==> config.mk <==
export PLATFORM = sky130hd
export DESIGN_NAME = angle_control_top
export DESIGN_NICKNAME = d
export VERILOG_FILES = /design/src/hdl/angle_pkg.sv /design/src/hdl/angle_control_top.sv /design/src/hdl/angle_regs_axil.sv /design/src/hdl/button_edge.sv /design/src/hdl/hex2seg.sv /design/src/hdl/seg_display.sv /design/src/hdl/value_control.sv
export SDC_FILE = /design/constraint.sdc
export NUM_CORES = 1
export LEC_CHECK = 0
export ABC_CLOCK_PERIOD_IN_PS = 15000
export CAP_MARGIN = 10
export CORE_MARGIN = 4
export CORE_UTILIZATION = 50
export DETAILED_ROUTE_END_ITERATION = 8
export DONT_BUFFER_PORTS = 1
export PLACE_DENSITY_LB_ADDON = 0.05
export SYNTH_ARGS = -nofsm -noshare
export SYNTH_HDL_FRONTEND = slang
export SYNTH_SLANG_ARGS = --single-unit
==> constraint.sdc <==
create_clock -name i_CLK -period 15 [get_ports i_CLK]
set_clock_uncertainty 0.2 [all_clocks]
set_input_delay 2.25 -clock i_CLK [delete_from_list [all_inputs] [get_ports i_CLK]]
set_output_delay 2.25 -clock i_CLK [all_outputs]
set_load 0.05 [all_outputs]
==> src/hdl/angle_pkg.sv <==
/*
 * shared widths, angle limits and steps, register map
 * display select enum and AXI response codes
 */

package angle_pkg;

   // ------------------------------------------------------------------------
   // angle widths and types
   // ------------------------------------------------------------------------
   localparam int ANGLE_W = 9;
   typedef logic [ANGLE_W-1:0] angle_t;
   typedef logic [15:0]        crad_t;

   // elevation range in degrees
   localparam angle_t THETA_MIN  = 9'd30;
   localparam angle_t THETA_MAX  = 9'd180;
   localparam angle_t THETA_STEP = 9'd5;
   localparam angle_t THETA_INIT = 9'd180;

   // azimuth range in degrees
   localparam angle_t PHI_MIN  = 9'd0;
   localparam angle_t PHI_MAX  = 9'd90;
   localparam angle_t PHI_STEP = 9'd2;
   localparam angle_t PHI_INIT = 9'd0;

   // deg to crad: deg * 1787 / 1024, about 100*pi/180
   localparam int unsigned CRAD_MUL   = 1787;
   localparam int unsigned CRAD_SHIFT = 10;

   // ------------------------------------------------------------------------
   // host register map
   // ------------------------------------------------------------------------
   localparam int AXIL_ADDR_W = 5;
   localparam int AXIL_DATA_W = 32;

   localparam logic [AXIL_ADDR_W-1:0] REG_THETA_DEG  = 5'h00;
   localparam logic [AXIL_ADDR_W-1:0] REG_PHI_DEG    = 5'h04;
   localparam logic [AXIL_ADDR_W-1:0] REG_THETA_CRAD = 5'h08;
   localparam logic [AXIL_ADDR_W-1:0] REG_PHI_CRAD   = 5'h0C;
   localparam logic [AXIL_ADDR_W-1:0] REG_CTRL       = 5'h10;

   typedef enum logic {
      DISP_THETA = 1'b0,
      DISP_PHI   = 1'b1
   } disp_sel_t;

   localparam logic [1:0] RESP_OKAY   = 2'b00;
   localparam logic [1:0] RESP_SLVERR = 2'b10;

endpackage

==> src/hdl/angle_control_top.sv <==
/*
 * top level, buttons to counters, display and host registers
 */

`timescale 1ns/10ps

module angle_control_top (
   input  logic                                i_CLK,
   input  logic                                i_RST,
   // push buttons, active low
   input  logic                                i_btn_theta_up,
   input  logic                                i_btn_theta_dn,
   input  logic                                i_btn_phi_up,
   input  logic                                i_btn_phi_dn,
   output logic [7:0]                          o_seg0,
   output logic [7:0]                          o_seg1,
   // host port
   input  logic                                i_awvalid,
   output logic                                o_awready,
   input  logic [angle_pkg::AXIL_ADDR_W-1:0]   i_awaddr,
   input  logic                                i_wvalid,
   output logic                                o_wready,
   input  logic [angle_pkg::AXIL_DATA_W-1:0]   i_wdata,
   input  logic [angle_pkg::AXIL_DATA_W/8-1:0] i_wstrb,
   output logic                                o_bvalid,
   input  logic                                i_bready,
   output logic [1:0]                          o_bresp,
   input  logic                                i_arvalid,
   output logic                                o_arready,
   input  logic [angle_pkg::AXIL_ADDR_W-1:0]   i_araddr,
   output logic                                o_rvalid,
   input  logic                                i_rready,
   output logic [angle_pkg::AXIL_DATA_W-1:0]   o_rdata,
   output logic [1:0]                          o_rresp
);

   logic                 theta_up;
   logic                 theta_dn;
   logic                 phi_up;
   logic                 phi_dn;
   angle_pkg::angle_t    theta;
   angle_pkg::angle_t    phi;
   angle_pkg::disp_sel_t disp_sel;

   // ------------------------------------------------------------------------
   // button presses
   // ------------------------------------------------------------------------
   button_edge u_btn_theta_up (.i_CLK(i_CLK), .i_RST(i_RST), .i_btn(i_btn_theta_up),
                               .o_press(theta_up));
   button_edge u_btn_theta_dn (.i_CLK(i_CLK), .i_RST(i_RST), .i_btn(i_btn_theta_dn),
                               .o_press(theta_dn));
   button_edge u_btn_phi_up   (.i_CLK(i_CLK), .i_RST(i_RST), .i_btn(i_btn_phi_up),
                               .o_press(phi_up));
   button_edge u_btn_phi_dn   (.i_CLK(i_CLK), .i_RST(i_RST), .i_btn(i_btn_phi_dn),
                               .o_press(phi_dn));

   // ------------------------------------------------------------------------
   // angle counters
   // ------------------------------------------------------------------------
   value_control #(
      .MIN_VAL  (angle_pkg::THETA_MIN),
      .MAX_VAL  (angle_pkg::THETA_MAX),
      .STEP     (angle_pkg::THETA_STEP),
      .INIT_VAL (angle_pkg::THETA_INIT)
   ) u_theta (
      .i_CLK (i_CLK), .i_RST (i_RST), .i_up (theta_up), .i_down (theta_dn),
      .o_value (theta)
   );

   value_control #(
      .MIN_VAL  (angle_pkg::PHI_MIN),
      .MAX_VAL  (angle_pkg::PHI_MAX),
      .STEP     (angle_pkg::PHI_STEP),
      .INIT_VAL (angle_pkg::PHI_INIT)
   ) u_phi (
      .i_CLK (i_CLK), .i_RST (i_RST), .i_up (phi_up), .i_down (phi_dn),
      .o_value (phi)
   );

   seg_display u_display (
      .i_CLK (i_CLK), .i_RST (i_RST), .i_theta (theta), .i_phi (phi),
      .i_sel (disp_sel), .o_seg0 (o_seg0), .o_seg1 (o_seg1)
   );

   angle_regs_axil u_regs (
      .i_CLK     (i_CLK),     .i_RST     (i_RST),
      .i_theta   (theta),     .i_phi     (phi),
      .i_awvalid (i_awvalid), .o_awready (o_awready), .i_awaddr (i_awaddr),
      .i_wvalid  (i_wvalid),  .o_wready  (o_wready),  .i_wdata  (i_wdata),
      .i_wstrb   (i_wstrb),   .o_bvalid  (o_bvalid),  .i_bready (i_bready),
      .o_bresp   (o_bresp),
      .i_arvalid (i_arvalid), .o_arready (o_arready), .i_araddr (i_araddr),
      .o_rvalid  (o_rvalid),  .i_rready  (i_rready),  .o_rdata  (o_rdata),
      .o_rresp   (o_rresp),
      .o_disp_sel (disp_sel)
   );

endmodule

==> src/hdl/angle_regs_axil.sv <==
/*
 * AXI4-Lite slave with angle registers in degrees and centiradians
 * plus the display select control register
 */

`timescale 1ns/10ps

module angle_regs_axil (
   input  logic                                  i_CLK,
   input  logic                                  i_RST,
   input  angle_pkg::angle_t                     i_theta,
   input  angle_pkg::angle_t                     i_phi,
   // write address and data
   input  logic                                  i_awvalid,
   output logic                                  o_awready,
   input  logic [angle_pkg::AXIL_ADDR_W-1:0]     i_awaddr,
   input  logic                                  i_wvalid,
   output logic                                  o_wready,
   input  logic [angle_pkg::AXIL_DATA_W-1:0]     i_wdata,
   input  logic [angle_pkg::AXIL_DATA_W/8-1:0]   i_wstrb,
   output logic                                  o_bvalid,
   input  logic                                  i_bready,
   output logic [1:0]                            o_bresp,
   // read address and data
   input  logic                                  i_arvalid,
   output logic                                  o_arready,
   input  logic [angle_pkg::AXIL_ADDR_W-1:0]     i_araddr,
   output logic                                  o_rvalid,
   input  logic                                  i_rready,
   output logic [angle_pkg::AXIL_DATA_W-1:0]     o_rdata,
   output logic [1:0]                            o_rresp,
   output angle_pkg::disp_sel_t                  o_disp_sel
);

   logic [31:0]                          theta_prod;
   logic [31:0]                          phi_prod;
   angle_pkg::crad_t                     theta_crad;
   angle_pkg::crad_t                     phi_crad;
   logic                                 wr_accept;
   logic                                 wr_hs;
   logic                                 wr_ctrl;
   logic                                 rd_accept;
   logic                                 rd_hs;
   logic [angle_pkg::AXIL_DATA_W-1:0]    rd_data;
   logic                                 rd_err;

   // ------------------------------------------------------------------------
   // centiradian conversion, one cycle behind the counters
   // ------------------------------------------------------------------------
   assign theta_prod = i_theta * angle_pkg::CRAD_MUL;
   assign phi_prod   = i_phi * angle_pkg::CRAD_MUL;

   always_ff @(posedge i_CLK) begin
      theta_crad <= angle_pkg::crad_t'(theta_prod >> angle_pkg::CRAD_SHIFT);
      phi_crad   <= angle_pkg::crad_t'(phi_prod >> angle_pkg::CRAD_SHIFT);
   end

   // ------------------------------------------------------------------------
   // channel handshakes
   // ------------------------------------------------------------------------
   // address and data taken together, only with no response pending
   assign wr_accept = i_awvalid & i_wvalid & ~o_awready & ~o_bvalid;
   assign wr_hs     = o_awready & o_wready & i_awvalid & i_wvalid;
   assign wr_ctrl   = (i_awaddr == angle_pkg::REG_CTRL);
   assign rd_accept = i_arvalid & ~o_arready & ~o_rvalid;
   assign rd_hs     = o_arready & i_arvalid;

   // read decode, unmapped gives zero and SLVERR
   always_comb begin
      rd_data = '0;
      rd_err  = 1'b0;
      case (i_araddr)
         angle_pkg::REG_THETA_DEG:  rd_data[angle_pkg::ANGLE_W-1:0] = i_theta;
         angle_pkg::REG_PHI_DEG:    rd_data[angle_pkg::ANGLE_W-1:0] = i_phi;
         angle_pkg::REG_THETA_CRAD: rd_data[15:0] = theta_crad;
         angle_pkg::REG_PHI_CRAD:   rd_data[15:0] = phi_crad;
         angle_pkg::REG_CTRL:       rd_data[0] = o_disp_sel;
         default:                   rd_err = 1'b1;
      endcase
   end

   always_ff @(posedge i_CLK or negedge i_RST) begin
      if (!i_RST) begin
         o_awready  <= 1'b0;
         o_wready   <= 1'b0;
         o_bvalid   <= 1'b0;
         o_arready  <= 1'b0;
         o_rvalid   <= 1'b0;
         o_disp_sel <= angle_pkg::DISP_THETA;
      end else begin
         // ready pulses for one cycle
         o_awready <= wr_accept;
         o_wready  <= wr_accept;
         o_arready <= rd_accept;
         if (wr_hs) begin
            o_bvalid <= 1'b1;
            // only strobe 0 gates the select bit
            if (wr_ctrl && i_wstrb[0])
               o_disp_sel <= angle_pkg::disp_sel_t'(i_wdata[0]);
         end else if (i_bready) begin
            o_bvalid <= 1'b0;
         end
         if (rd_hs)
            o_rvalid <= 1'b1;
         else if (i_rready)
            o_rvalid <= 1'b0;
      end
   end

   // response payload, loaded at the handshake
   always_ff @(posedge i_CLK) begin
      if (wr_hs)
         o_bresp <= wr_ctrl ? angle_pkg::RESP_OKAY : angle_pkg::RESP_SLVERR;
      if (rd_hs) begin
         o_rdata <= rd_data;
         o_rresp <= rd_err ? angle_pkg::RESP_SLVERR : angle_pkg::RESP_OKAY;
      end
   end

   // responses hold, unchanged, until the master takes them
   a_rvalid_hold: assert property (
      @(posedge i_CLK) disable iff (!i_RST)
      o_rvalid && !i_rready |=> o_rvalid && $stable(o_rdata) && $stable(o_rresp)
   );

   a_bvalid_hold: assert property (
      @(posedge i_CLK) disable iff (!i_RST)
      o_bvalid && !i_bready |=> o_bvalid && $stable(o_bresp)
   );

endmodule

==> src/hdl/button_edge.sv <==
/*
 * press detector for one active-low push button
 */

`timescale 1ns/10ps

module button_edge (
   input  logic i_CLK,
   input  logic i_RST,
   input  logic i_btn,
   output logic o_press
);

   // two-flop synchronizer, idle level is high
   logic btn_meta;
   logic btn_sync;
   // synchronized level one cycle back
   logic btn_prev;

   always_ff @(posedge i_CLK or negedge i_RST) begin
      if (!i_RST) begin
         btn_meta <= 1'b1;
         btn_sync <= 1'b1;
         btn_prev <= 1'b1;
         o_press  <= 1'b0;
      end else begin
         btn_meta <= i_btn;
         btn_sync <= btn_meta;
         btn_prev <= btn_sync;
         // falling edge only, a held button gives one pulse
         o_press  <= btn_prev & ~btn_sync;
      end
   end

   // a press is a single-cycle pulse
   a_press_single: assert property (
      @(posedge i_CLK) disable iff (!i_RST)
      o_press |=> !o_press
   );

endmodule

==> src/hdl/hex2seg.sv <==
/*
 * hex digit to seven-segment pattern, segments active low
 */

`timescale 1ns/10ps

module hex2seg (
   input  logic [3:0] i_num,
   output logic [6:0] o_seg
);

   // lit segments, bit 0 = a ... bit 6 = g
   logic [6:0] seg_on;

   always_comb begin
      case (i_num)
         4'h0: seg_on = 7'h3F;
         4'h1: seg_on = 7'h06;
         4'h2: seg_on = 7'h5B;
         4'h3: seg_on = 7'h4F;
         4'h4: seg_on = 7'h66;
         4'h5: seg_on = 7'h6D;
         4'h6: seg_on = 7'h7D;
         4'h7: seg_on = 7'h07;
         4'h8: seg_on = 7'h7F;
         4'h9: seg_on = 7'h6F;
         4'hA: seg_on = 7'h77;
         4'hB: seg_on = 7'h7C;
         4'hC: seg_on = 7'h39;
         4'hD: seg_on = 7'h5E;
         4'hE: seg_on = 7'h79;
         default: seg_on = 7'h71;
      endcase
   end

   // board drives segments low to light them
   assign o_seg = ~seg_on;

endmodule

==> src/hdl/seg_display.sv <==
/*
 * two-digit hex display of the selected angle
 * decimal point of the low digit marks phi
 */

`timescale 1ns/10ps

module seg_display (
   input  logic                 i_CLK,
   input  logic                 i_RST,
   input  angle_pkg::angle_t    i_theta,
   input  angle_pkg::angle_t    i_phi,
   input  angle_pkg::disp_sel_t i_sel,
   output logic [7:0]           o_seg0,
   output logic [7:0]           o_seg1
);

   // low byte of the shown angle and its selection
   logic [7:0]           shown_q;
   angle_pkg::disp_sel_t sel_q;
   logic [6:0]           digit_lo;
   logic [6:0]           digit_hi;

   always_ff @(posedge i_CLK or negedge i_RST) begin
      if (!i_RST) begin
         // theta comes out of reset selected
         shown_q <= angle_pkg::THETA_INIT[7:0];
         sel_q   <= angle_pkg::DISP_THETA;
      end else begin
         shown_q <= (i_sel == angle_pkg::DISP_PHI) ? i_phi[7:0] : i_theta[7:0];
         sel_q   <= i_sel;
      end
   end

   hex2seg u_hex_lo (
      .i_num (shown_q[3:0]),
      .o_seg (digit_lo)
   );

   hex2seg u_hex_hi (
      .i_num (shown_q[7:4]),
      .o_seg (digit_hi)
   );

   // bit 7 is the point, low means lit
   assign o_seg0 = {~(sel_q == angle_pkg::DISP_PHI), digit_lo};
   assign o_seg1 = {1'b1, digit_hi};

endmodule

==> src/hdl/value_control.sv <==
/*
 * saturating up/down step counter for one angle
 */

`timescale 1ns/10ps

module value_control #(
   parameter angle_pkg::angle_t MIN_VAL  = 9'd0,
   parameter angle_pkg::angle_t MAX_VAL  = 9'd255,
   parameter angle_pkg::angle_t STEP     = 9'd1,
   parameter angle_pkg::angle_t INIT_VAL = 9'd0
) (
   input  logic              i_CLK,
   input  logic              i_RST,
   input  logic              i_up,
   input  logic              i_down,
   output angle_pkg::angle_t o_value
);

   angle_pkg::angle_t value_nxt;

   // ------------------------------------------------------------------------
   // next value
   // ------------------------------------------------------------------------
   // compare before stepping so nothing wraps at the range ends
   always_comb begin
      value_nxt = o_value;
      if (i_down) begin
         // down wins when both arrive together
         if (o_value < MIN_VAL + STEP)
            value_nxt = MIN_VAL;
         else
            value_nxt = o_value - STEP;
      end else if (i_up) begin
         if (o_value > MAX_VAL - STEP)
            value_nxt = MAX_VAL;
         else
            value_nxt = o_value + STEP;
      end
   end

   always_ff @(posedge i_CLK or negedge i_RST) begin
      if (!i_RST) begin
         o_value <= INIT_VAL;
      end else begin
         o_value <= value_nxt;
      end
   end

   // counter never leaves its range
   a_value_range: assert property (
      @(posedge i_CLK) disable iff (!i_RST)
      (o_value >= MIN_VAL) && (o_value <= MAX_VAL)
   );

endmodule

* Word level (Yosys, flattened, before mapping) *
Memory sizes are Yosys's and may differ from the RTL's.
Cells that the tools add are included.

word-level totals
  flip-flop bits (word level) = 88
  input port bits = 57
  bits in read-only memories = 224
  memories = 2
  word-level logic and storage cells = 96
  output and inout bits = 57

cells by class
  bitwise logic cells = 23
  muxes and demuxes = 18
  add/subtract/negate cells = 4
  multipliers = 2
  reductions and logical operators = 8
  $lt $le $gt $ge = 4
  equality and inequality tests = 5

memories
  memory            words  width  rd ports  clocked after memory_dff  write ports  line           RTL
  (name not given)  16     7      1         0                         0            hex2seg.sv:16  case (i_num)
  (name not given)  16     7      1         0                         0            hex2seg.sv:16

operators by type and width
  operator                 count
  $mux W9                  8
  $mul A9 B11 Y20 const B  2
  $pmux W8 S4              1
  $not A7 Y7               2
  $and A1 B1 Y1            12
  $eq A5 B4 Y1 const B     2
  $eq A5 B5 Y1 const B     2
  $add A9 B2 Y9 const B    1
  $add A9 B3 Y9 const B    1
  $gt A9 B7 Y1 const B     1
  $gt A9 B8 Y1 const B     1
  $lt A9 B2 Y1 const B     1
  $lt A9 B6 Y1 const B     1
  $not A1 Y1               9
  $sub A9 B2 Y9 const B    1
  $sub A9 B3 Y9 const B    1
  $mux W8                  1
  $reduce_bool A2 Y1       4
  $eq A5 B3 Y1 const B     1
  $logic_not A5 Y1         1
  $pmux W1 S5              1
  $reduce_or A5 Y1         1
  $mux W1                  4
  $mux W2                  2
  3 further kinds          3

* Logic depth before layout (Yosys ltp) *
  word-level depth = 4
  mapped depth = 16

* By module *
Synthesis repeated with hierarchy kept, for this count alone.

second synthesis, totals
  cells, all modules = 855
  area, all modules = 8450.6 µm²

by module, submodules not included
  module                   cells an instance  instances  sequential area each (µm²)  area each (µm²)
  angle_regs_axil          579                1          885.8                       5657.9
  value_control (u_theta)  99                 1          230.2                       805.8
  value_control (u_phi)    74                 1          200.2                       634.4
  hex2seg                  31                 2          0.0                         252.7
  button_edge              5                  4          103.8                       117.6
  seg_display              21                 1          230.2                       376.6

* Worst setup path after synthesis *
OpenSTA, ideal clock, no wires.

  path type = flip-flop to flip-flop
  from = reg u_theta.o_value[3]
  to = reg u_regs.theta_crad[9]
  path buffers = 1
  slack = 10227 ps
  arrival time = 4450 ps
  stages on the path, launching flop included = 16
  path through = dfrtp_1 > clkbuf_1 > inv_1 > fa_1 > inv_1 > fa_1 > fa_1 > inv_1 > fa_1 > inv_1 > ha_1 > a21o_1 > a221o_1 > a32o_2 > a311oi_2 > xnor2_1

between the ends
  word-level cells in the longest chain between the ends = 1

ends and longest elaborated chain
  item                       line                   RTL
  start: declaration         value_control.sv:17    output angle_pkg::angle_t o_value
  start signal: assignment   value_control.sv:46    o_value <= value_nxt;
  $mul A9 B11 Y20            angle_regs_axil.sv:50  assign theta_prod = i_theta * angle_pkg::CRAD_MUL;
  via u_regs.theta_prod[19]  angle_regs_axil.sv:35  logic [31:0] theta_prod;
  end signal: assignment     angle_regs_axil.sv:54  theta_crad <= angle_pkg::crad_t'(theta_prod >> angle_pkg::CRAD_SHIFT);
  end: declaration           angle_regs_axil.sv:37  angle_pkg::crad_t theta_crad;

The timed path passes the listed nets, and every way through them passes these cells.
A chain may end at the register's enable or synchronous reset.

* Worst setup path in the final report *
Ends and elaborated chain as after synthesis.

==> results.yml <==
worst_setup_path:
  startpoint_type: "flop"
  cp.depth: 14
  path_buf_inv: 4
  path_class: "reg2reg"
  ff2ff_path_depth: 14
  crit_family: "adder cells"
  crit_chain: "inv_1 > fa_1 > inv_1 > fa_1 > fa_1 > inv_1 > fa_1 > inv_1 > ha_1 > a21o_1 > a221o_1 > a32o_2 > a311oi_2 > xnor2_1"
  crit_path_end_kind: "flop"
  path_max_fanout: 13
  required_ns: 15.03
  crit_arrival_ns: 5.27
  crit_slowest_cell: "dfrtp_1"
  cp_slowest_stage_delay_ns: 0.69
timing:
  setup_viol: 0
  max-slew-margin-rel: 0.279
  max_freq_mhz: 191
  slew_viol_final: 0
  rsz0062_at_grt: "no"
  hold_violations: 0
  setup_tns_ns: 0
  worst-slew-pin-transition_ns: 1.10
  fin_crit_sh: 0.349
  fin_crit_ns: 5.24
routing:
  drt_iter0_drc: 320
  via_count: 5501
  drc: 0
  vias_per_cell: 5.46
  drt-pass1-iter-count: 6
  wl_mm: 17.4
  detail_route.wl_per_cell_microns: 17.3
  ant_nets: 0
run:
  cap_violations: 0
grt:
  track_usage: 0.204
  antenna_found_initial: 0
  grt_remaining_overflow: 0
  grt_pass1_vias: 5624
  grt_start_max_net_pins: 48
  grt_pass1_wl_mm: 28.9
cells_and_area:
  fin_cells: 1007
  diodes: 0
  drive_above_1_share: 0.0817
  final_nets: 1037
  syn2layout_area_growth_pct: 4.87
clock_tree:
  postCtsSetupBuffers: 0
  cts_hold_buf: 0
  htreeDepth: 3
  clk_latency_ns: 0.35
  root_buffer: "clkbuf_16"
  clkTransAtPathRegs_ns: 0.07
  cts_resized: 0
  cts-buffers-inserted: 9
  cts_buffer_depth: 2
  clock-sinks: 79
  cts_tree: "yes"
placed_design:
  portBuffers: 0
  dp_cells: 991
  gp_congestion: 0.917
  dp_hpwl_mm: 14.0
synthesis:
  syn-cell-area_sq_um: 7840
  async_flop_share: 0.595
  yosys.cell_types.count: 72
  syn_area_per_cell_sq_um: 9.85
  synth-warning-count: 0
  ys_seq_area_frac: 0.250
  synth-main-ff-cell: "dfrtp_1"
  synth_seq_cells: 79
  synth-edff-count: 12
  syn_inst: 796
floorplan:
  ios: 114
  design.core.area_sq_um: 15300
  die_y_microns: 133
  rows: 45
  die_area_sq_um: 17700
  die_width_microns: 133
  initial_core_util: 0.514
run_status:
  outcome: "completed"
hold_path:
  worstHoldPathCells: 0
  hold_path.class: "reg2reg"
layout by cell type, fill, tap and decap left out, types with 12 or more instances in the layout:
cell type,n
nand3_1,14
dfstp_2,20
a21o_1,16
xor2_1,14
fa_1,62
edfxtp_1,12
xnor2_1,23
nor2_1,27
nand2_1,52
a21oi_1,36
ha_1,127
o21ai_0,28
nor2b_1,14
dfrtp_1,27
conb_1,26
dfxtp_1,20
inv_1,129
final timing paths:
kind                                          from                      end  slack, ns
max                             u_theta.o_value[3]     u_regs.theta_crad[9]       9.76
min                        u_btn_theta_up.btn_meta  u_btn_theta_up.btn_sync       0.15
max reg2reg                     u_theta.o_value[3]     u_regs.theta_crad[9]       9.76
min reg2reg                u_btn_theta_up.btn_meta  u_btn_theta_up.btn_sync       0.15
max in group asynchronous                    i_RST    u_btn_phi_dn.btn_sync      12.99
min in group asynchronous                    i_RST       u_theta.o_value[6]       1.40
routing by layer:
layer  GRT usage  vias up  share of wire
li1            -     2640              -
met2       0.335      162           0.48
met5           0        -              0
met1       0.275     2680           0.45
met4      0.0520        0          0.012
met3      0.0438       19          0.057
area by class of cell:
cell class | instances | area, sq um
Multi-Input combinational cell | 571 | 5240
Clock inverter | 6 | 42.5
Fill cell | 1393 | 7040
Sequential cell | 79 | 1960
Clock buffer | 10 | 229
Tap cell | 211 | 264
Inverter | 130 | 488
sequential cells by signal, summed over array words and instances (netlist names), 8 cells and up:
name               cells
u_display.shown_q      8
u_regs.theta_crad     10
u_phi.o_value          8
u_regs.o_rdata        10
u_theta.o_value        9
u_regs.phi_crad       10
cell usage after synthesis, types with 3 or more instances:
cell / number / share of area
o21ai_0: 30 / 0.019
a22o_1: 3 / 0.0034
nor2b_1: 14 / 0.011
or2_2: 7 / 0.0056
nand4_1: 5 / 0.0040
a222oi_1: 8 / 0.010
a31oi_1: 9 / 0.0072
and2_1: 4 / 0.0032
clkbuf_1: 11 / 0.0053
xor2_1: 14 / 0.016
edfxtp_1: 12 / 0.046
o31ai_1: 4 / 0.0038
inv_1: 129 / 0.062
a21oi_1: 36 / 0.023
o22ai_1: 8 / 0.0064
nand2_1: 52 / 0.025
ha_1: 127 / 0.20
nand3_1: 14 / 0.0089
nor2_1: 27 / 0.013
fa_1: 62 / 0.16
a21o_1: 16 / 0.015
o211ai_1: 7 / 0.0067
xnor2_1: 23 / 0.026
nand2b_1: 5 / 0.0040
a211oi_1: 3 / 0.0029
dfrtp_1: 27 / 0.086
a221o_1: 3 / 0.0038
buf_4: 27 / 0.026
dfstp_2: 20 / 0.067
and3_1: 5 / 0.0040
dfxtp_1: 20 / 0.051
mux2i_1: 3 / 0.0038
nor3_1: 9 / 0.0057
a31o_2: 4 / 0.0045
kinds of logic (layout without fill, tap and decap cells):
| family | Yosys count | after routing | synth area share |
|---|---|---|---|
| AO/OA/AOI/OAI | 157 | 157 | 0.141 |
| AND/OR/NAND/NOR | 155 | 155 | 0.0985 |
| flip-flops | 79 | 79 | 0.250 |
| adder cells (fa/ha/maj) | 189 | 189 | 0.361 |
| multiplexers | 7 | 7 | 0.0124 |
| XOR/XNOR | 37 | 37 | 0.0413 |
| buffers and inverters | 170 | 146 | 0.0947 |
| other | 2 | 26 | 0.000958 |
metrics by stage:
| stage | hold WS, ns | instance area (sq um) | utilization | setup WS [ns] |
|---|---|---|---|---|
| finish | 0.154 | 8220 | 0.539 | 9.76 |
| global route | 0.155 | 8220 | 0.539 | 9.55 |
| CTS | 0.155 | 8220 | 0.539 | 9.78 |
| detailed placement | 0.147 | 7950 | 0.521 | 9.79 |
| global placement | 0.146 | 7950 | 0.521 | 9.88 |
| floorplan | 0.145 | 7930 | - | 10.23 |
Power is not shown: default switching activity piles up to over one toggle a cycle in this logic, so the estimate is an artifact.
